--- src/rtl/coco_mem_pkg.sv ---
// coco memory map package: bus widths, device select codes, rom bank numbers, fixed addresses
`default_nettype none

package coco_mem_pkg;

	// bus widths
	localparam int cpu_addr_w = 16;
	localparam int data_w     = 8;
	localparam int rom_bank_w = 13; // 8 KB per bank
	localparam int rom_addr_w = 20;
	localparam int ram_addr_w = 20;
	localparam int dl_addr_w  = 17;

	// three-bit device select coming out of the SAM
	typedef enum logic [2:0] {
		dev_ram  = 3'd0,
		dev_rom8 = 3'd1,
		dev_roma = 3'd2,
		dev_romc = 3'd3,
		dev_pia0 = 3'd4,
		dev_pia1 = 3'd5,
		dev_io   = 3'd6
	} dev_sel_t;

	// bank number inside the external rom, one bank per 8 KB image
	typedef logic [3:0] rom_bank_t;

	localparam rom_bank_t bank_roma_coco   = 4'd0;
	localparam rom_bank_t bank_rom8_coco   = 4'd1;
	localparam rom_bank_t bank_disk_coco   = 4'd2;
	localparam rom_bank_t bank_rom8_dragon = 4'd3;
	localparam rom_bank_t bank_roma_dragon = 4'd4;

	// dragon 64 keeps two 16 KB roms, split in four banks
	localparam rom_bank_t bank_rom8_d64_1  = 4'd5;
	localparam rom_bank_t bank_roma_d64_1  = 4'd6;
	localparam rom_bank_t bank_rom8_d64_2  = 4'd7;
	localparam rom_bank_t bank_roma_d64_2  = 4'd8;

	localparam rom_bank_t bank_disk_dragon = 4'd9;

	// cartridge lives in banks 14 and 15, bank lsb is cpu address bit 13
	localparam logic [2:0] cart_bank_hi = 3'b111;

	// fixed addresses and values
	localparam logic [cpu_addr_w-1:0] ram_clear_addr = 16'h0071; // reset vector flag byte
	localparam logic [3:0]            ram_cpu_prefix = 4'b1000;  // cpu ram sits above the roms
	localparam logic [dl_addr_w-1:0]  cart_min_addr  = 17'h00100;
	localparam logic [data_w-1:0]     idle_byte      = 8'hff;   // floating bus

endpackage

`default_nettype wire

--- src/rtl/addr_decode.sv ---
// address decoder: sam device select to chip selects, rom bank mapping, cartridge presence
`timescale 1ns/1ps
`default_nettype none

module addr_decode import coco_mem_pkg::*; (
	input  wire logic                  clk,
	input  wire logic                  reset_n,
	input  wire logic [cpu_addr_w-1:0] cpu_addr,
	input  wire logic                  cpu_rw,
	input  wire logic                  clk_e,
	input  wire dev_sel_t              device_select,
	input  wire logic                  dragon,
	input  wire logic                  mem64kb,
	input  wire logic                  ddrb2,
	input  wire logic                  pia1_pb2,
	input  wire logic                  disk_cart_enabled,
	input  wire logic                  cart_remove,
	input  wire logic                  ioctl_download,
	input  wire logic                  ioctl_cart,
	input  wire logic                  ioctl_wr,
	input  wire logic [dl_addr_w-1:0]  ioctl_addr,
	output logic                       ram_cs,
	output logic                       rom_cs,
	output logic                       pia0_cs,
	output logic                       pia1_cs,
	output logic                       io_cs,
	output logic                       rom_src,     // high when a rom image drives the bus
	output logic [rom_addr_w-1:0]      ext_rom_addr,
	output logic                       ext_rom_rd
);

	logic      dragon64;
	logic      rom8_sel;
	logic      roma_sel;
	logic      romc_sel;
	logic      pia0_slot;
	logic      alt_pair;
	logic      romc_live;
	logic      cart_loaded;
	rom_bank_t bank;

	assign dragon64 = dragon & mem64kb;

	// one select per sam device code
	always_comb begin
		ram_cs    = 1'b0;
		rom8_sel  = 1'b0;
		roma_sel  = 1'b0;
		romc_sel  = 1'b0;
		pia0_slot = 1'b0;
		pia1_cs   = 1'b0;
		io_cs     = 1'b0;
		case (device_select)
			dev_ram:  ram_cs    = 1'b1;
			dev_rom8: rom8_sel  = 1'b1;
			dev_roma: roma_sel  = 1'b1;
			dev_romc: romc_sel  = 1'b1;
			dev_pia0: pia0_slot = 1'b1;
			dev_pia1: pia1_cs   = 1'b1;
			dev_io:   io_cs     = 1'b1;
			default:  ;
		endcase
	end

	// dragon 64 splits the pia0 slot, a2 high is the acia
	assign pia0_cs = pia0_slot & ~(dragon64 & cpu_addr[2]);

	// second rom pair only when ddrb2 drives pb2 low
	assign alt_pair = dragon64 & ddrb2 & ~pia1_pb2;

	assign rom_cs = rom8_sel | roma_sel | romc_sel;

	// bank number per model
	always_comb begin
		bank = bank_roma_coco;
		if (rom8_sel) begin
			if (dragon64)
				bank = alt_pair ? bank_rom8_d64_2 : bank_rom8_d64_1;
			else if (dragon)
				bank = bank_rom8_dragon;
			else
				bank = bank_rom8_coco;
		end else if (roma_sel) begin
			if (dragon64)
				bank = alt_pair ? bank_roma_d64_2 : bank_roma_d64_1;
			else if (dragon)
				bank = bank_roma_dragon;
			else
				bank = bank_roma_coco;
		end else if (romc_sel) begin
			if (cart_loaded)
				bank = {cart_bank_hi, cpu_addr[rom_bank_w]};
			else
				bank = dragon ? bank_disk_dragon : bank_disk_coco;
		end
	end

	// cartridge space is empty without a cart or disk rom
	assign romc_live = cart_loaded | disk_cart_enabled;

	// rom only drives data on read cycles
	assign rom_src = cpu_rw & (rom8_sel | roma_sel | (romc_sel & romc_live));

	assign ext_rom_addr = {{(rom_addr_w - 4 - rom_bank_w){1'b0}}, bank,
		cpu_addr[rom_bank_w-1:0]};
	assign ext_rom_rd = clk_e & rom_cs;

	// cart flag follows the last address of a cartridge download
	always_ff @(posedge clk) begin
		if (!reset_n)
			cart_loaded <= 1'b0;
		else if (ioctl_cart & ioctl_download & ~ioctl_wr)
			cart_loaded <= ioctl_addr > cart_min_addr; // tiny images count as no cart
		else if (cart_remove)
			cart_loaded <= 1'b0;
	end

endmodule

`default_nettype wire

--- src/rtl/dram_addr_latch.sv ---
// dram address latch: rebuilds the sam address from ras/cas strobes and captures video bytes
`timescale 1ns/1ps
`default_nettype none

module dram_addr_latch import coco_mem_pkg::*; (
	input  wire logic                  clk,
	input  wire logic                  reset_n,
	input  wire logic                  ras_n,
	input  wire logic                  cas_n,
	input  wire logic [7:0]            ma_addr,  // multiplexed row/column address
	input  wire logic [data_w-1:0]     ram_din,
	output logic [cpu_addr_w-1:0]      sam_addr,
	output logic [data_w-1:0]          vdg_data,
	output logic                       ram_rd_cycle
);

	logic ras_n_r;
	logic cas_n_r;
	logic ras_fall;
	logic ras_rise;
	logic cas_fall;

	assign ras_fall = ~ras_n & ras_n_r;
	assign ras_rise = ras_n & ~ras_n_r;
	assign cas_fall = ~cas_n & cas_n_r;

	// strobe history, idle high
	always_ff @(posedge clk) begin
		if (!reset_n) begin
			ras_n_r      <= 1'b1;
			cas_n_r      <= 1'b1;
			ram_rd_cycle <= 1'b0;
		end else begin
			ras_n_r      <= ras_n;
			cas_n_r      <= cas_n;
			ram_rd_cycle <= ~cas_n; // cas low means a ram access is under way
		end
	end

	// row on ras, column on cas
	always_ff @(posedge clk) begin
		if (ras_fall)
			sam_addr[7:0] <= ma_addr;
		if (cas_fall)
			sam_addr[15:8] <= ma_addr;
	end

	// video fetch is complete once ras goes back high
	always_ff @(posedge clk) begin
		if (ras_rise)
			vdg_data <= ram_din;
	end

endmodule

`default_nettype wire

--- src/rtl/ext_mem_mux.sv ---
// external memory mux: download write stretch, ram address/data/strobe muxing, cpu read data
`timescale 1ns/1ps
`default_nettype none

module ext_mem_mux import coco_mem_pkg::*; #(
	parameter int DL_STRETCH = 8
) (
	input  wire logic                  clk,
	input  wire logic                  reset_n,
	input  wire logic                  ioctl_download,
	input  wire logic                  ioctl_rom,
	input  wire logic                  ioctl_wr,
	input  wire logic [dl_addr_w-1:0]  ioctl_addr,
	input  wire logic [data_w-1:0]     ioctl_data,
	input  wire logic                  hard_reset,
	input  wire logic                  clk_e,
	input  wire logic                  cpu_rw,
	input  wire logic [data_w-1:0]     cpu_dout,
	input  wire logic [cpu_addr_w-1:0] sam_addr,
	input  wire logic                  ram_rd_cycle,
	input  wire logic                  ram_cs,
	input  wire logic                  rom_cs,
	input  wire logic                  pia0_cs,
	input  wire logic                  pia1_cs,
	input  wire logic                  io_cs,
	input  wire logic                  rom_src,
	input  wire logic [data_w-1:0]     ram_din,
	input  wire logic [data_w-1:0]     rom_din,
	input  wire logic [data_w-1:0]     pia0_dout,
	input  wire logic [data_w-1:0]     pia1_dout,
	input  wire logic [data_w-1:0]     io_dout,
	output logic [ram_addr_w-1:0]      ext_ram_addr,
	output logic [data_w-1:0]          ext_ram_dout,
	output logic                       ext_ram_wr,
	output logic                       ext_ram_rd,
	output logic [data_w-1:0]          cpu_din
);

	logic [DL_STRETCH-1:0] dl_wr;
	logic [dl_addr_w-1:0]  dl_addr;
	logic                  cpu_we;

	// each download byte holds the write strobe for DL_STRETCH clocks
	always_ff @(posedge clk) begin
		if (!reset_n)
			dl_wr <= '0;
		else if (ioctl_wr)
			dl_wr <= '1;
		else
			dl_wr <= {1'b0, dl_wr[DL_STRETCH-1:1]};
	end

	// rom images land at their own offset, carts go to banks 14/15
	assign dl_addr = ioctl_rom ? ioctl_addr :
		{cart_bank_hi, ioctl_addr[rom_bank_w:0]};

	assign cpu_we = clk_e & ~cpu_rw & ram_cs;

	// download beats hard reset beats cpu
	always_comb begin
		if (ioctl_download) begin
			ext_ram_addr = {{(ram_addr_w - dl_addr_w){1'b0}}, dl_addr};
			ext_ram_dout = ioctl_data;
			ext_ram_wr   = |dl_wr;
		end else if (hard_reset) begin
			ext_ram_addr = {{(ram_addr_w - cpu_addr_w){1'b0}}, ram_clear_addr}; // wipe the warm start flag
			ext_ram_dout = '0;
			ext_ram_wr   = clk_e;
		end else begin
			ext_ram_addr = {ram_cpu_prefix, sam_addr};
			ext_ram_dout = cpu_dout;
			ext_ram_wr   = cpu_we;
		end
	end

	assign ext_ram_rd = ram_rd_cycle & ~ioctl_download; // ram belongs to the loader

	// cpu read data, at most one select is active
	always_comb begin
		unique case (1'b1)
			ram_cs:  cpu_din = ram_din;
			rom_cs:  cpu_din = rom_src ? rom_din : idle_byte; // empty cart slot
			pia0_cs: cpu_din = pia0_dout;
			pia1_cs: cpu_din = pia1_dout;
			io_cs:   cpu_din = io_dout;
			default: cpu_din = idle_byte;
		endcase
	end

endmodule

`default_nettype wire

--- src/rtl/coco_mem_map.sv ---
// memory map core top: decoder and dram latch feed the external memory mux
`timescale 1ns/1ps
`default_nettype none

module coco_mem_map import coco_mem_pkg::*; #(
	parameter int DL_STRETCH = 8
) (
	input  wire logic                  clk,
	input  wire logic                  reset_n,
	// cpu side
	input  wire logic [cpu_addr_w-1:0] cpu_addr,
	input  wire logic                  cpu_rw,
	input  wire logic                  clk_e,
	input  wire logic [data_w-1:0]     cpu_dout,
	output logic [data_w-1:0]          cpu_din,
	// sam and model straps
	input  wire dev_sel_t              device_select,
	input  wire logic                  ras_n,
	input  wire logic                  cas_n,
	input  wire logic [7:0]            ma_addr,
	input  wire logic                  dragon,
	input  wire logic                  mem64kb,
	input  wire logic                  ddrb2,
	input  wire logic                  pia1_pb2,
	input  wire logic                  disk_cart_enabled,
	input  wire logic                  cart_remove,
	input  wire logic                  hard_reset,
	// rom/cart loader
	input  wire logic                  ioctl_download,
	input  wire logic                  ioctl_cart,
	input  wire logic                  ioctl_rom,
	input  wire logic                  ioctl_wr,
	input  wire logic [dl_addr_w-1:0]  ioctl_addr,
	input  wire logic [data_w-1:0]     ioctl_data,
	// peripheral read bytes
	input  wire logic [data_w-1:0]     pia0_dout,
	input  wire logic [data_w-1:0]     pia1_dout,
	input  wire logic [data_w-1:0]     io_dout,
	// external memories
	input  wire logic [data_w-1:0]     ram_din,
	input  wire logic [data_w-1:0]     rom_din,
	output logic [ram_addr_w-1:0]      ext_ram_addr,
	output logic [data_w-1:0]          ext_ram_dout,
	output logic                       ext_ram_wr,
	output logic                       ext_ram_rd,
	output logic [rom_addr_w-1:0]      ext_rom_addr,
	output logic                       ext_rom_rd,
	output logic [data_w-1:0]          vdg_data
);

	logic                  ram_cs;
	logic                  rom_cs;
	logic                  pia0_cs;
	logic                  pia1_cs;
	logic                  io_cs;
	logic                  rom_src;
	logic [cpu_addr_w-1:0] sam_addr;
	logic                  ram_rd_cycle;

	addr_decode u_addr_decode (
		.clk(clk), .reset_n(reset_n), .cpu_addr(cpu_addr), .cpu_rw(cpu_rw),
		.clk_e(clk_e), .device_select(device_select), .dragon(dragon),
		.mem64kb(mem64kb), .ddrb2(ddrb2), .pia1_pb2(pia1_pb2),
		.disk_cart_enabled(disk_cart_enabled), .cart_remove(cart_remove),
		.ioctl_download(ioctl_download), .ioctl_cart(ioctl_cart),
		.ioctl_wr(ioctl_wr), .ioctl_addr(ioctl_addr),
		.ram_cs(ram_cs), .rom_cs(rom_cs), .pia0_cs(pia0_cs), .pia1_cs(pia1_cs),
		.io_cs(io_cs), .rom_src(rom_src), .ext_rom_addr(ext_rom_addr),
		.ext_rom_rd(ext_rom_rd)
	);

	dram_addr_latch u_dram_addr_latch (
		.clk(clk), .reset_n(reset_n), .ras_n(ras_n), .cas_n(cas_n),
		.ma_addr(ma_addr), .ram_din(ram_din), .sam_addr(sam_addr),
		.vdg_data(vdg_data), .ram_rd_cycle(ram_rd_cycle)
	);

	ext_mem_mux #(.DL_STRETCH(DL_STRETCH)) u_ext_mem_mux (
		.clk(clk), .reset_n(reset_n), .ioctl_download(ioctl_download),
		.ioctl_rom(ioctl_rom), .ioctl_wr(ioctl_wr), .ioctl_addr(ioctl_addr),
		.ioctl_data(ioctl_data), .hard_reset(hard_reset), .clk_e(clk_e),
		.cpu_rw(cpu_rw), .cpu_dout(cpu_dout), .sam_addr(sam_addr),
		.ram_rd_cycle(ram_rd_cycle), .ram_cs(ram_cs), .rom_cs(rom_cs),
		.pia0_cs(pia0_cs), .pia1_cs(pia1_cs), .io_cs(io_cs), .rom_src(rom_src),
		.ram_din(ram_din), .rom_din(rom_din), .pia0_dout(pia0_dout),
		.pia1_dout(pia1_dout), .io_dout(io_dout), .ext_ram_addr(ext_ram_addr),
		.ext_ram_dout(ext_ram_dout), .ext_ram_wr(ext_ram_wr),
		.ext_ram_rd(ext_ram_rd), .cpu_din(cpu_din)
	);

endmodule

`default_nettype wire

--- config.mk ---
export PLATFORM = sky130hd
export DESIGN_NAME = coco_mem_map
export DESIGN_NICKNAME = d
export VERILOG_FILES = /design/src/rtl/coco_mem_pkg.sv /design/src/rtl/addr_decode.sv /design/src/rtl/dram_addr_latch.sv /design/src/rtl/ext_mem_mux.sv /design/src/rtl/coco_mem_map.sv
export SDC_FILE = /design/constraint.sdc
export NUM_CORES = 1
export LEC_CHECK = 0
export BUFFER_PORTS_ARGS = -buffer_cell sky130_fd_sc_hd__buf_2
export CAP_MARGIN = 15
export CORE_MARGIN = 2
export CORE_UTILIZATION = 40
export CTS_CLUSTER_SIZE = 40
export DETAILED_ROUTE_END_ITERATION = 6
export PLACE_DENSITY = 0.82
export SYNTH_ARGS = -nofsm -noshare
export SYNTH_HDL_FRONTEND = slang
export SYNTH_SLANG_ARGS = --single-unit
export TNS_END_PERCENT = 30
--- constraint.sdc ---
create_clock -name clk -period 1.5 [get_ports clk]
set_clock_uncertainty 0.05 [all_clocks]
set_input_delay 0.3 -clock clk [delete_from_list [all_inputs] [get_ports clk]]
set_output_delay 0.3 -clock clk [all_outputs]
set_load 0.02 [all_outputs]
# ---- Word level (Yosys, flattened, before mapping)
# Index checks and enable logic that the tools add are counted.
dict set report op_classes {
  addsub 0
  mul 0
  n_div 0
  n_lt_le_gt_ge 1
  n_eq_ne 6
  shift 0
  mux 30
  bitwise 28
  reduce_logical 3
}
# cell n
set op_table {}
lappend op_table {{two-way mux 20 bit} 2}
lappend op_table {{case mux 8 bit (5 select lines)} 1}
lappend op_table {{two-way mux 4 bit} 8}
lappend op_table {{two-way mux 8 bit} 4}
lappend op_table {{greater-than comparator 17 x 9 -> 1 bit (second input constant)} 1}
lappend op_table {{two-way mux 17 bit} 1}
lappend op_table {{bitwise AND 1 bit} 16}
lappend op_table {{two-way mux 1 bit} 11}
lappend op_table {{== test 3 bit (second input constant)} 3}
lappend op_table {{NOT 1 bit} 8}
lappend op_table {{OR reduction 8 bit} 1}
lappend op_table {{== test 3 x 2 -> 1 bit (second input constant)} 2}
lappend op_table {{two-way mux 2 bit} 2}
lappend op_table {{bitwise OR 1 bit} 4}
lappend op_table {{== test 3 x 1 -> 1 bit (second input constant)} 1}
lappend op_table {{logical NOT 3 bit} 1}
lappend op_table {{two-way mux 3 bit} 1}
lappend op_table {{nonzero test 2 bit} 1}
dict set report totals {
  regBits 36
  latchBits 0
  mem_bits_rw 0
  romBits 0
  input_bits 117
  output_inout_bits 67
  wordCells 76
  memories 0
}

# ---- Logic depth before layout (Yosys ltp)
# Gate-level depths: netlist of the first run.
dict set report depth {
  depth_word 7
  depth_mapped 5
  mapped_depth_nobuf 3
}

# ---- Cells and area by module
# From an unflattened synthesis of the first run, not the netlist that was laid out.
dict set report unflattened {
  hier_cells 210
  hier_area_um2 2124.5
}
# module n_inst cells_per_inst area_each_um2 seq_area_each_um2
set by_module_without_submodules {}
lappend by_module_without_submodules {ext_mem_mux 1 114 857.1 160.2}
lappend by_module_without_submodules {dram_addr_latch 1 33 818.3 780.7}
lappend by_module_without_submodules {addr_decode 1 63 449.2 20.0}

# ---- Worst setup path before layout of the first run
# OpenSTA, ideal clock, no wires.
dict set report synth_path {
  path_kind {input to output}
  from {input ioctl_download}
  to {output ext_ram_addr[16]}
  arrival_ps 1288
  required_ps 1150
  path_slack_ps -138
  stages 3
  path_buffers 2
  path_cell_list {buf_2 clkbuf_1 a21boi_0}
}
dict set report synth_between {
  elab_chain_len 1
}
# item line
set synth_lines {}
lappend synth_lines {{start: declaration} coco_mem_map.sv:29} ;# input wire logic ioctl_download,
lappend synth_lines {{two-way mux 20 bit} ext_mem_mux.sv:61} ;# if (ioctl_download) begin
lappend synth_lines {{end: declaration} coco_mem_map.sv:42} ;# output logic [ram_addr_w-1:0] ext_ram_addr,
# Every way passes these cells.

# ---- Worst setup path in the final report of the first run
dict set report layout_path {
  from {register u_ext_mem_mux.dl_wr[4]}
  to {output ext_ram_wr}
}
dict set report layout_between {
  elab_chain_len 2
}
# item line
set layout_lines {}
lappend layout_lines {{start: declaration} ext_mem_mux.sv:39} ;# logic [DL_STRETCH-1:0] dl_wr;
lappend layout_lines {{start signal: assignment} ext_mem_mux.sv:50} ;# dl_wr <= {1'b0, dl_wr[DL_STRETCH-1:1]};
lappend layout_lines {{OR reduction 8 bit} ext_mem_mux.sv:64} ;# ext_ram_wr = |dl_wr;
lappend layout_lines {{two-way mux 1 bit} ext_mem_mux.sv:61}
lappend layout_lines {{end: declaration} coco_mem_map.sv:44} ;# output logic ext_ram_wr,
# Every way passes these cells.

==> results of run 1 <==
==> where the power goes <==
group	leakage, uW	internal (uW)	switching (uW)	total (uW)
Combinational	0.00123	376	424	800
Sequential	0.000328	1110	18.1	1130
Clock	0.0000445	329	361	690
==> critical path, stage by stage (launching register included) <==
cell and delay (ps):
dfxtp_1 320, or4_4 540, o21ai_2 130, o21ai_2 80
buf_6 140
==> per-stage QoR <==
step                instances  TNS [ps]  power [uW]  cell area [um2]
finish                    453     -2110        2620             3420
global route              453     -2780        2750             3420
CTS                       452     -2300        2600             3310
detailed placement        444     -3150        1870             3140
global placement          444     -2830        1860             3140
floorplan                 231      -290        1590             2320
==> path summary, 6_finish.rpt <==
path / to / from
max: ext_ram_wr / u_ext_mem_mux.dl_wr[4]
min: u_dram_addr_latch.ram_rd_cycle / cas_n
max reg2reg: u_dram_addr_latch.sam_addr[6] / u_dram_addr_latch.ras_n_r
min reg2reg: u_ext_mem_mux.dl_wr[2] / u_ext_mem_mux.dl_wr[3]
==> placed cells by master (no fill, tap or decap), drive strengths merged, types with 3 or more instances in the layout <==
master / Yosys / layout
buf: 30 / 176
o21ai: 25 / 25
edfxtp: 24 / 24
a22o: 18 / 18
and3b: 16 / 16
nand2b: 12 / 12
dfxtp: 12 / 12
nand2: 9 / 9
nand4: 8 / 8
nor2b: 8 / 8
o21a: 7 / 7
a32oi: 7 / 7
clkbuf: 5 / 6
conb: 1 / 5
nor2: 5 / 5
inv: 3 / 4
or4: 4 / 4
a21oi: 3 / 3
nor4: 3 / 3
==> layer usage <==
metal / vias up / track usage / wire length [um]
met1: 1115 / 0.258 / 2890
li1: 1154 / - / -
met2: 110 / 0.366 / 3790
met4: 0 / 0.0914 / 230
met5: - / 0 / 0
met3: 26 / 0.0407 / 468
==> layout make-up <==
type | instances | area, um2
Clock buffer | 5 | 68.8
Clock inverter | 3 | 21.3
Fill cell | 472 | 2090
Inverter | 3 | 11.3
Multi-Input combinational cell | 157 | 1200
Sequential cell | 36 | 965
Tap cell | 72 | 90.1
Timing Repair Buffer | 177 | 1060
==> kinds of logic (layout without fill, tap and decap cells) <==
family,count (synthesis),count (layout),share of synthesized area
buffers and inverters,38,188,0.104
multiplexers,1,1,0.00437
AND/OR/NAND/NOR,81,81,0.245
other,1,5,0.00164
flip-flops,36,36,0.420
AO/OA/AOI/OAI,70,70,0.225
==> what timing repair did <==
action                     4_1_cts  5_1_grt
pin swaps                       11        9
buffers inserted                 0        1
setup endpoints to repair       14       28
gates resized for setup         34       33
==> flip-flops by register name (all words and copies together), names as in the netlist <==
signal,flops
u_dram_addr_latch.sam_addr,16
u_addr_decode.cart_loaded,1
u_dram_addr_latch.ras_n_r,1
u_dram_addr_latch.cas_n_r,1
u_dram_addr_latch.ram_rd_cycle,1
u_dram_addr_latch.vdg_data,8
u_ext_mem_mux.dl_wr,8
==> results.md, run 1 <==
* Outcome: finished, violations left
* Violated checks: setup timing
* Final WS setup at -342 ps
* Ys Warns at 0
* Mean area per synthesized cell at 10.1 um2
* H-tree depth at 2
* First-pass GRT wire length at 10.4 mm
* Worst Reg-to-Reg Cells at 2
* Endpoint class of the critical path: output port
* WHS at 150 ps
* # rows at 27
* HPWL after DPL at 5.94 mm
* Root Driver: clkbuf_8
* Minimum clock period at 1840 ps
* Via/cell ratio at 5.31
* Synth-to-Final Area Change at 49.2%
* Worst VDD drop at 0.603 mV
* Port Buffers at 152
* Inserted Clock Buffers at 5
* Congestion Overflow GR at 0
* Hold Path Stages at 2
* # clock sinks at 36
* Async S/R FF share, synth at 0
* Clk pin slew, worst setup/hold paths at 70 ps
* # DRC at 0
* Worst-Skew Late Latency at 280 ps
* Worst Setup Path Type: flop to output port
* Hold violation total from the final report at 0
* Maxcap violations at 0
* Fin crit share at 1.23
* Initial Util at 0.416
* Number of synthesized register bits at 36
* Max Freq at 0.543 GHz
* PD cells at 768 nW/um2
* Final core utilization at 0.620
* WL/cell at 16.3 um
* CTS tree: yes
* Primary FF master, synth: edfxtp_1
* Final wirelength at 7.38 mm
* DR pass1 iterations at 4
* Startpoint types: flop
* Chip height at 79.7 um
* Synth cell types at 43
* LEAKAGE at 0.00160 uW
* Post-synthesis sequential area ratio at 0.420
* Top cells by count, synth: 24 x edfxtp_1, 22 x o21ai_0, 19 x buf_4
* Die Footprint at 6350 um2
* Clock Path Buffers at 2
* Largest net degree at the start of global routing at 25
* Critical Path AT at 1490 ps
* Vias in the first global route at 2184
* Via Count at 2405
* Post-placement setup slack at -352 ps
* Antenna viol nets, final at 0
* Synth top area share at 0.315
* Top-Level Pins at 184
* Post-CTS Hold Buffers at 0
* Gr usage total at 0.213
* RSZ-0062 raised after global routing: true
* Initial drt markers at 112
* Chip width at 79.7 um
* Mapped Cells at 227
* Nets@finish at 497
* Initial antenna violation count at 0
* GPL Wtd Cong at 0.906
* Post-synth EDFFs at 24
* Share of cells above drive strength 1 at 0.559
* Min-Delay Path Class: primary input to flop
* Max-slew violations at 0
* Core ar. at 5510 um2
* Cell Area, Synth at 2290 um2
* Data required, critical path at 1150 ps
* Top area cells in the synthesized netlist: edfxtp_1 31%, dfxtp_1 10%, a22o_1 6.9%, buf_4 6.2%, and3b_1 6.1%
* R2R setup slack at 510 ps
* Area leader, netlist: edfxtp_1
* Most frequent cell after synthesis: edfxtp_1
* Antenna cells at 0
* Setup Viol. Count Final at 11
* Crit path max fanout at 2
Power figures use the tool's default switching activity.
==> run 2: changes to the inputs <==
- CORE_UTILIZATION: 40 -> 38
- PLACE_DENSITY: 0.82 -> 0.8
- SYNTH_HIERARCHICAL: not set -> 1
==> run 2 against run 1 <==
Effect of this change: the run still ends with setup timing left; critical path type unchanged; area after synthesis down 7.2%; clock power down 6.2%; die area down 2.2%; critical path depth up 1; cell area down 9.2%; critical endpoint is now cpu_din[7]; worst setup slack worse by 33 ps; count of clock-buffer cells in the layout unchanged; worst hold slack worse by 4.6 ps; sequential power about the same; register-to-register slack about the same; via count down 7.9%; final cell count down 4.6%.
==> results.md, run 2 <==
* Outcome: finished, violations left (unchanged)
* Violated checks: setup timing (unchanged)
* GPL Wtd Cong at 0.779 (was 0.906)
* Worst path max stage delay at 360 ps (was 540 ps)
* Most common cell after layout, fill and taps aside: buf_2 (unchanged)
* Slowest CP cell: dfxtp_2 (was or4_4)
* CTS tree: yes (unchanged)
* Largest register FFs at 16 (unchanged)
* Setup Viol. Count Final at 13 (was 11)
* Mapped Cells at 210 (was 227)
* Antenna cells at 0 (unchanged)
* Minimum clock period at 1870 ps (was 1840 ps)
* Max-slew violations at 0 (unchanged)
* RSZ-0062 raised after global routing: true (unchanged)
* Post-CTS Hold Buffers at 0 (unchanged)
* Via Count at 2215 (was 2405)
* Initial Util at 0.391 (was 0.416)
* Synth-to-Final Area Change at 46.0% (was 49.2%)
* # rows at 27 (unchanged)
* H-tree depth at 2 (unchanged)
* Area leader, netlist: edfxtp_1 (unchanged)
* Initial antenna violation count at 0 (unchanged)
* Data required, critical path at 1150 ps (about the same)
* Number of synthesized register bits at 36 (unchanged)
* Endpoint class of the critical path: output port (unchanged)
* # DRC at 0 (unchanged)
* Critical Path AT at 1520 ps (was 1490 ps)
* Die Footprint at 6200 um2 (was 6350 um2)
* Async S/R FF share, synth at 0 (unchanged)
* CP delay by family, top: compound AO/OA/AOI/OAI gates (was simple AND/OR/NAND/NOR gates)
* DR pass1 iterations at 5 (was 4)
* WHS at 145 ps (was 150 ps)
* Startpoint types: flop (unchanged)
* Final wirelength at 6.49 mm (was 7.38 mm)
* WL/cell at 15.0 um (was 16.3 um)
* Primary FF master, synth: edfxtp_1 (unchanged)
* Sw Share at 0.293 (was 0.306)
* Post-synthesis sequential area ratio at 0.452 (was 0.420)
* Mean area per synthesized cell at 10.1 um2 (about the same)
* Setup TNS at -3230 ps (was -2110 ps)
* Cell Area, Synth at 2120 um2 (was 2290 um2)
* Inserted Clock Buffers at 5 (unchanged)
* Internal Power at 1760 uW (was 1820 uW)
* HPWL after DPL at 5.36 mm (was 5.94 mm)
* Via/cell ratio at 5.13 (was 5.31)
* Nets@finish at 476 (was 497)
* Congestion Overflow GR at 0 (unchanged)
* Min-Delay Path Class: primary input to flop (unchanged)
* Top reg by flops: u_dram_addr_latch/sam_addr (was u_dram_addr_latch.sam_addr)
* Port Buffers at 152 (unchanged)
* First-pass GRT wire length at 9.62 mm (was 10.4 mm)
* Clk pwr share at 0.260 (was 0.263)
* LEAKAGE at 0.00146 uW (was 0.00160 uW)
* Top area cells in the synthesized netlist: edfxtp_1 34%, dfxtp_1 11%, buf_4 7.1%, a22o_1 7.0%, a222oi_1 3.8% (was edfxtp_1 31%, dfxtp_1 10%, a22o_1 6.9%, buf_4 6.2%, and3b_1 6.1%)
* Share of cells above drive strength 1 at 0.544 (was 0.559)
* Fin crit share at 1.25 (was 1.23)
* Core ar. at 5440 um2 (was 5510 um2)
* Final core utilization at 0.570 (was 0.620)
* Vias in the first global route at 2122 (was 2184)
* Final WS setup at -374 ps (was -342 ps)
* Clock Path Buffers at 2 (unchanged)
* Max Freq at 0.533 GHz (was 0.543 GHz)
* # clock sinks at 36 (unchanged)
* Hold violation total from the final report at 0 (unchanged)
* Ys Warns at 6 (was 0)
* Chip height at 78.8 um (was 79.7 um)
* Most frequent cell after synthesis: edfxtp_1 (unchanged)
* Worst-Skew Late Latency at 280 ps (about the same)
* Top cells by count, synth: 24 x edfxtp_1, 20 x buf_4, 17 x a22o_1 (was 24 x edfxtp_1, 22 x o21ai_0, 19 x buf_4)
* Worst Setup Path Type: flop to output port (unchanged)
* Clk pin slew, worst setup/hold paths at 70 ps (about the same)
* Comb power frac at 0.286 (was 0.305)
* Synth top area share at 0.339 (was 0.315)
* # fillers at 487 (was 472)
* Total power at 2490 uW (was 2620 uW)
* Chip width at 78.8 um (was 79.7 um)
* Critical-path cell list: o311a_4 -> nand2b_4 -> a222oi_1 -> nand3_1 -> buf_6 (was or4_4 -> o21ai_2 -> o21ai_2 -> buf_6)
* Post-synth EDFFs at 24 (unchanged)
* Antenna viol nets, final at 0 (unchanged)
* Largest net degree at the start of global routing at 19 (was 25)
* Most frequent cells in the layout: 147 x buf_2, 24 x edfxtp_1, 22 x buf_4 (was 136 x buf_2, 27 x buf_4, 24 x edfxtp_1)
* Top-Level Pins at 184 (unchanged)
* CP Buf/Inv Count at 1 (unchanged)
* Seq pwr share at 0.454 (was 0.432)
* Psw at 730 uW (was 803 uW)
* Largest registers: u_dram_addr_latch/sam_addr (16), u_dram_addr_latch/vdg_data (8), u_ext_mem_mux/dl_wr (8) (was u_dram_addr_latch.sam_addr (16), u_dram_addr_latch.vdg_data (8), u_ext_mem_mux.dl_wr (8))
* Worst VDD drop at 0.457 mV (was 0.603 mV)
* Root Driver: clkbuf_8 (unchanged)
* Initial drt markers at 138 (was 112)
* Synth cell types at 43 (unchanged)
* Maxcap violations at 0 (unchanged)
* Gr usage total at 0.201 (was 0.213)
* PD cells at 802 nW/um2 (was 768 nW/um2)
* Crit path max fanout at 8 (was 2)
[run 2: changes by cell type after synthesis, moves of 6 or more]
cell	delta
and3b_1	-14
nand4_1	-8
nand3_1	+6
a22oi_1	+8
a222oi_1	+8
o21ai_0	-13
a32oi_1	-7
[run 2: repair_timing]
item | in CTS | in global routing
cloned | 0 | 0
pin swaps | 5 | 3
buffers inserted | 0 | 0
hold endpoints to repair | 0 | 0
endpoints found under the setup margin | 13 | 15
gates resized for setup | 9 | 5
[run 2: power groups by stage]
stage	Combinational, uW	Clock (uW)	Sequential (uW)
floorplan	430	0	1160
global placement	683	0	1150
detailed placement	693	0	1150
CTS	704	666	1130
global route	768	714	1140
finish	711	647	1130
[run 2: layout make-up]
type,count,area [um2],area share
multi-input combinational,141,991,0.319
timing repair buffer,173,963,0.311
sequential,36,962,0.310
tap,72,90.1,0.0290
clock buffer,5,68.8,0.0222
clock inverter,3,18.8,0.00605
inverter,2,7.51,0.00242
[run 2: final timing paths]
check	from	end	slack, ps	depth (start not counted)
worst min-delay path	cas_n	u_dram_addr_latch/ram_rd_cycle	150	2
worst max register to register	u_addr_decode/cart_loaded	u_addr_decode/cart_loaded	510	4
worst max-delay path	u_addr_decode/cart_loaded	cpu_din[7]	-370	5
worst min register to register	u_ext_mem_mux/dl_wr[2]	u_ext_mem_mux/dl_wr[1]	410	1
[run 2: cell families (layout without fill, tap and decap cells)]
logic type | Yosys count | count (layout) | synth area share
other | 2 | 5 | 0.00353
AO/OA/AOI/OAI | 63 | 63 | 0.226
flip-flops | 36 | 36 | 0.452
multiplexers | 1 | 1 | 0.00471
buffers and inverters | 36 | 183 | 0.110
AND/OR/NAND/NOR | 72 | 72 | 0.204
[run 2: per-stage QoR]
step	cells	worst slack (ps)	instance area (um2)
after floorplan	213	-171	2180
after global placement	424	-299	2970
after detailed placement	424	-358	2970
after CTS	432	-369	3080
after global routing	432	-481	3100
final	432	-374	3100
[run 2: per-layer routing]
layer,vias up,share of wire,GRT usage
met1,1000,0.34,0.191
met3,12,0.091,0.0386
met4,0,0.012,0.0667
li1,1071,-,-
met5,-,0,0
met2,132,0.55,0.418
==> run 3: changes to the inputs <==
- CORE_ASPECT_RATIO: not set -> 1.4
==> run 3 against run 2 <==
Effect of this change: wire length is 11% higher; global-route usage is 2.5 points higher; critical path type unchanged; maximum frequency grew 1.1%; worst hold slack better by 7.9 ps; the run still ends with setup timing left; critical endpoint unchanged.
==> results.md, run 3 (synthesis gave the netlist of run 2 again) <==
* Outcome: finished, violations left (unchanged)
* Violated checks: setup timing (unchanged)
* Antenna viol nets, final at 0 (unchanged)
* Worst path max stage delay at 350 ps (was 360 ps)
* RSZ-0062 raised after global routing: true (unchanged)
* Hold violation total from the final report at 0 (unchanged)
* Minimum clock period at 1850 ps (was 1870 ps)
* Data required, critical path at 1150 ps (about the same)
* Final wirelength at 7.21 mm (was 6.49 mm)
* FF/Latch Area at 962 um2 (unchanged)
* Clock Path Buffers at 2 (unchanged)
* Core ar. at 5450 um2 (was 5440 um2)
* CP Buf/Inv Count at 1 (unchanged)
* Vias in the first global route at 2179 (was 2122)
* # rows at 32 (was 27)
* Clk pin slew, worst setup/hold paths at 80 ps (was 70 ps)
* Min-Delay Path Class: primary input to flop (unchanged)
* Levels on crit path at 5 (unchanged)
* Most frequent cells in the layout: 144 x buf_2, 24 x buf_4, 24 x edfxtp_1 (was 147 x buf_2, 24 x edfxtp_1, 22 x buf_4)
* Congestion Overflow GR at 0 (unchanged)
* Clk pwr share at 0.287 (was 0.260)
* Seq pwr share at 0.432 (was 0.454)
* Initial drt markers at 68 (was 138)
* GPL Wtd Cong at 0.818 (was 0.779)
* First-pass GRT wire length at 10.5 mm (was 9.62 mm)
* Startpoint types: flop (unchanged)
* Chip width at 67.2 um (was 78.8 um)
* # fillers at 484 (was 487)
* HPWL after DPL at 5.95 mm (was 5.36 mm)
* Worst VDD drop at 0.505 mV (was 0.457 mV)
* Root Driver: clkbuf_8 (unchanged)
* Inserted Clock Buffers at 5 (unchanged)
* Placed cells at 422 (was 424)
* Initial antenna violation count at 5 (was 0)
* Crit path max fanout at 8 (unchanged)
* Critical-path cell list: o311a_4 -> nand2b_1 -> a222oi_1 -> nand3_1 -> buf_4 (was o311a_4 -> nand2b_4 -> a222oi_1 -> nand3_1 -> buf_6)
* Post-CTS Hold Buffers at 0 (unchanged)
* Nets@finish at 478 (was 476)
* Setup TNS at -3310 ps (was -3230 ps)
* DP Area at 2970 um2 (about the same)
* Gr usage total at 0.226 (was 0.201)
* Post CTS Setup Buffer Count at 0 (unchanged)
* PD cells at 829 nW/um2 (was 802 nW/um2)
* DR pass1 iterations at 4 (was 5)
* CP delay by family, top: compound AO/OA/AOI/OAI gates (unchanged)
* H-tree depth at 2 (unchanged)
* Synth-to-Final Area Change at 48.2% (was 46.0%)
* Top reg by flops: u_dram_addr_latch/sam_addr (unchanged)
* Largest net degree at the start of global routing at 19 (unchanged)
* Port Buffers at 152 (unchanged)
* Via Count at 2276 (was 2215)
* Psw at 744 uW (was 730 uW)
* Worst Reg-to-Reg Cells at 4 (unchanged)
* Initial Util at 0.390 (was 0.391)
* # DRC at 0 (unchanged)
* Max Freq at 0.539 GHz (was 0.533 GHz)
* Largest register FFs at 16 (unchanged)
* Share of cells above drive strength 1 at 0.550 (was 0.544)
* Via/cell ratio at 5.27 (was 5.13)
* Chip height at 92.5 um (was 78.8 um)
* Endpoint class of the critical path: output port (unchanged)
* Fin crit share at 1.24 (was 1.25)
* Worst-Skew Late Latency at 280 ps (about the same)
* Area occupied by multi-input gates at 1000 um2 (was 991 um2)
* Design area at 3150 um2 (was 3100 um2)
* Sw Share at 0.285 (was 0.293)
* Fin cells at 432 (unchanged)
* Top-Level Pins at 184 (unchanged)
* Hold Path Stages at 1 (was 2)
* Most common cell after layout, fill and taps aside: buf_2 (unchanged)
* # clock sinks at 36 (unchanged)
* Critical Path AT at 1500 ps (was 1520 ps)
* Largest registers: u_dram_addr_latch/sam_addr (16), u_dram_addr_latch/vdg_data (8), u_ext_mem_mux/dl_wr (8) (unchanged)
* Internal Power at 1870 uW (was 1760 uW)
* Max-slew violations at 0 (unchanged)
* Setup Viol. Count Final at 12 (was 13)
* Worst Setup Path Type: flop to output port (unchanged)
* Maxcap violations at 0 (unchanged)
* LEAKAGE at 0.00148 uW (was 0.00146 uW)
* Final WS setup at -354 ps (was -374 ps)
* Slowest CP cell: dfxtp_2 (unchanged)
* CTS tree: yes (unchanged)
* WL/cell at 16.7 um (was 15.0 um)
* Die Footprint at 6210 um2 (was 6200 um2)
* Comb power frac at 0.281 (was 0.286)
[run 3: changes by cell type in the layout (fill, tap and decap cells not counted), sizes merged]
cell    before  now
diode        0    2
buf        173  175
clkbuf       5    8
clkinv       3    0
[run 3: final timing paths]
path              slack [ps]                 startpoint                            end
setup / recovery        -350  u_addr_decode/cart_loaded                     cpu_din[7]
hold / removal           150                 ram_din[6]  u_dram_addr_latch/vdg_data[6]
setup reg to reg         470  u_addr_decode/cart_loaded      u_addr_decode/cart_loaded
hold reg to reg          400     u_ext_mem_mux/dl_wr[1]         u_ext_mem_mux/dl_wr[0]
[run 3: power by group through the flow]
stage / clock [uW] / combinational (uW) / sequential, uW
after global placement: 0 / 686 / 1150
after floorplan: 0 / 430 / 1160
after CTS: 767 / 714 / 1130
final: 749 / 734 / 1130
after detailed placement: 0 / 700 / 1150
after global routing: 808 / 793 / 1130
[run 3: routing by layer]
| metal | wire length [um] | share of wire | vias up | GRT usage |
|---|---|---|---|---|
| li1 | - | - | 1073 | - |
| met1 | 2400 | 0.33 | 1028 | 0.226 |
| met2 | 3630 | 0.50 | 145 | 0.396 |
| met3 | 907 | 0.13 | 28 | 0.0996 |
| met4 | 265 | 0.037 | 2 | 0.0901 |
| met5 | 13 | 0.0018 | - | 0 |
[run 3: final cells by class]
| class | instances | area share |
|---|---|---|
| tap | 68 | 0.0270 |
| antenna | 2 | 0.00159 |
| inverter | 2 | 0.00238 |
| multi-input combinational | 141 | 0.318 |
| timing repair buffer | 175 | 0.314 |
| sequential | 36 | 0.306 |
| clock buffer | 8 | 0.0318 |
[run 3: per-stage QoR]
| step | hold WS [ps] | power [uW] | util | setup slack [ps] |
|---|---|---|---|---|
| finish | 153 | 2610 | 0.578 | -354 |
| global route | 146 | 2730 | 0.577 | -435 |
| CTS | 143 | 2610 | 0.568 | -365 |
| detailed placement | 385 | 1850 | 0.545 | -362 |
| global placement | 378 | 1830 | 0.545 | -337 |
| floorplan | 322 | 1590 | - | -171 |
[run 3: what timing repair did]
item	4_1_cts	5_1_grt
endpoints found under the setup margin	13	13
cloned	0	0
pin swaps	6	2
gates resized for setup	10	13
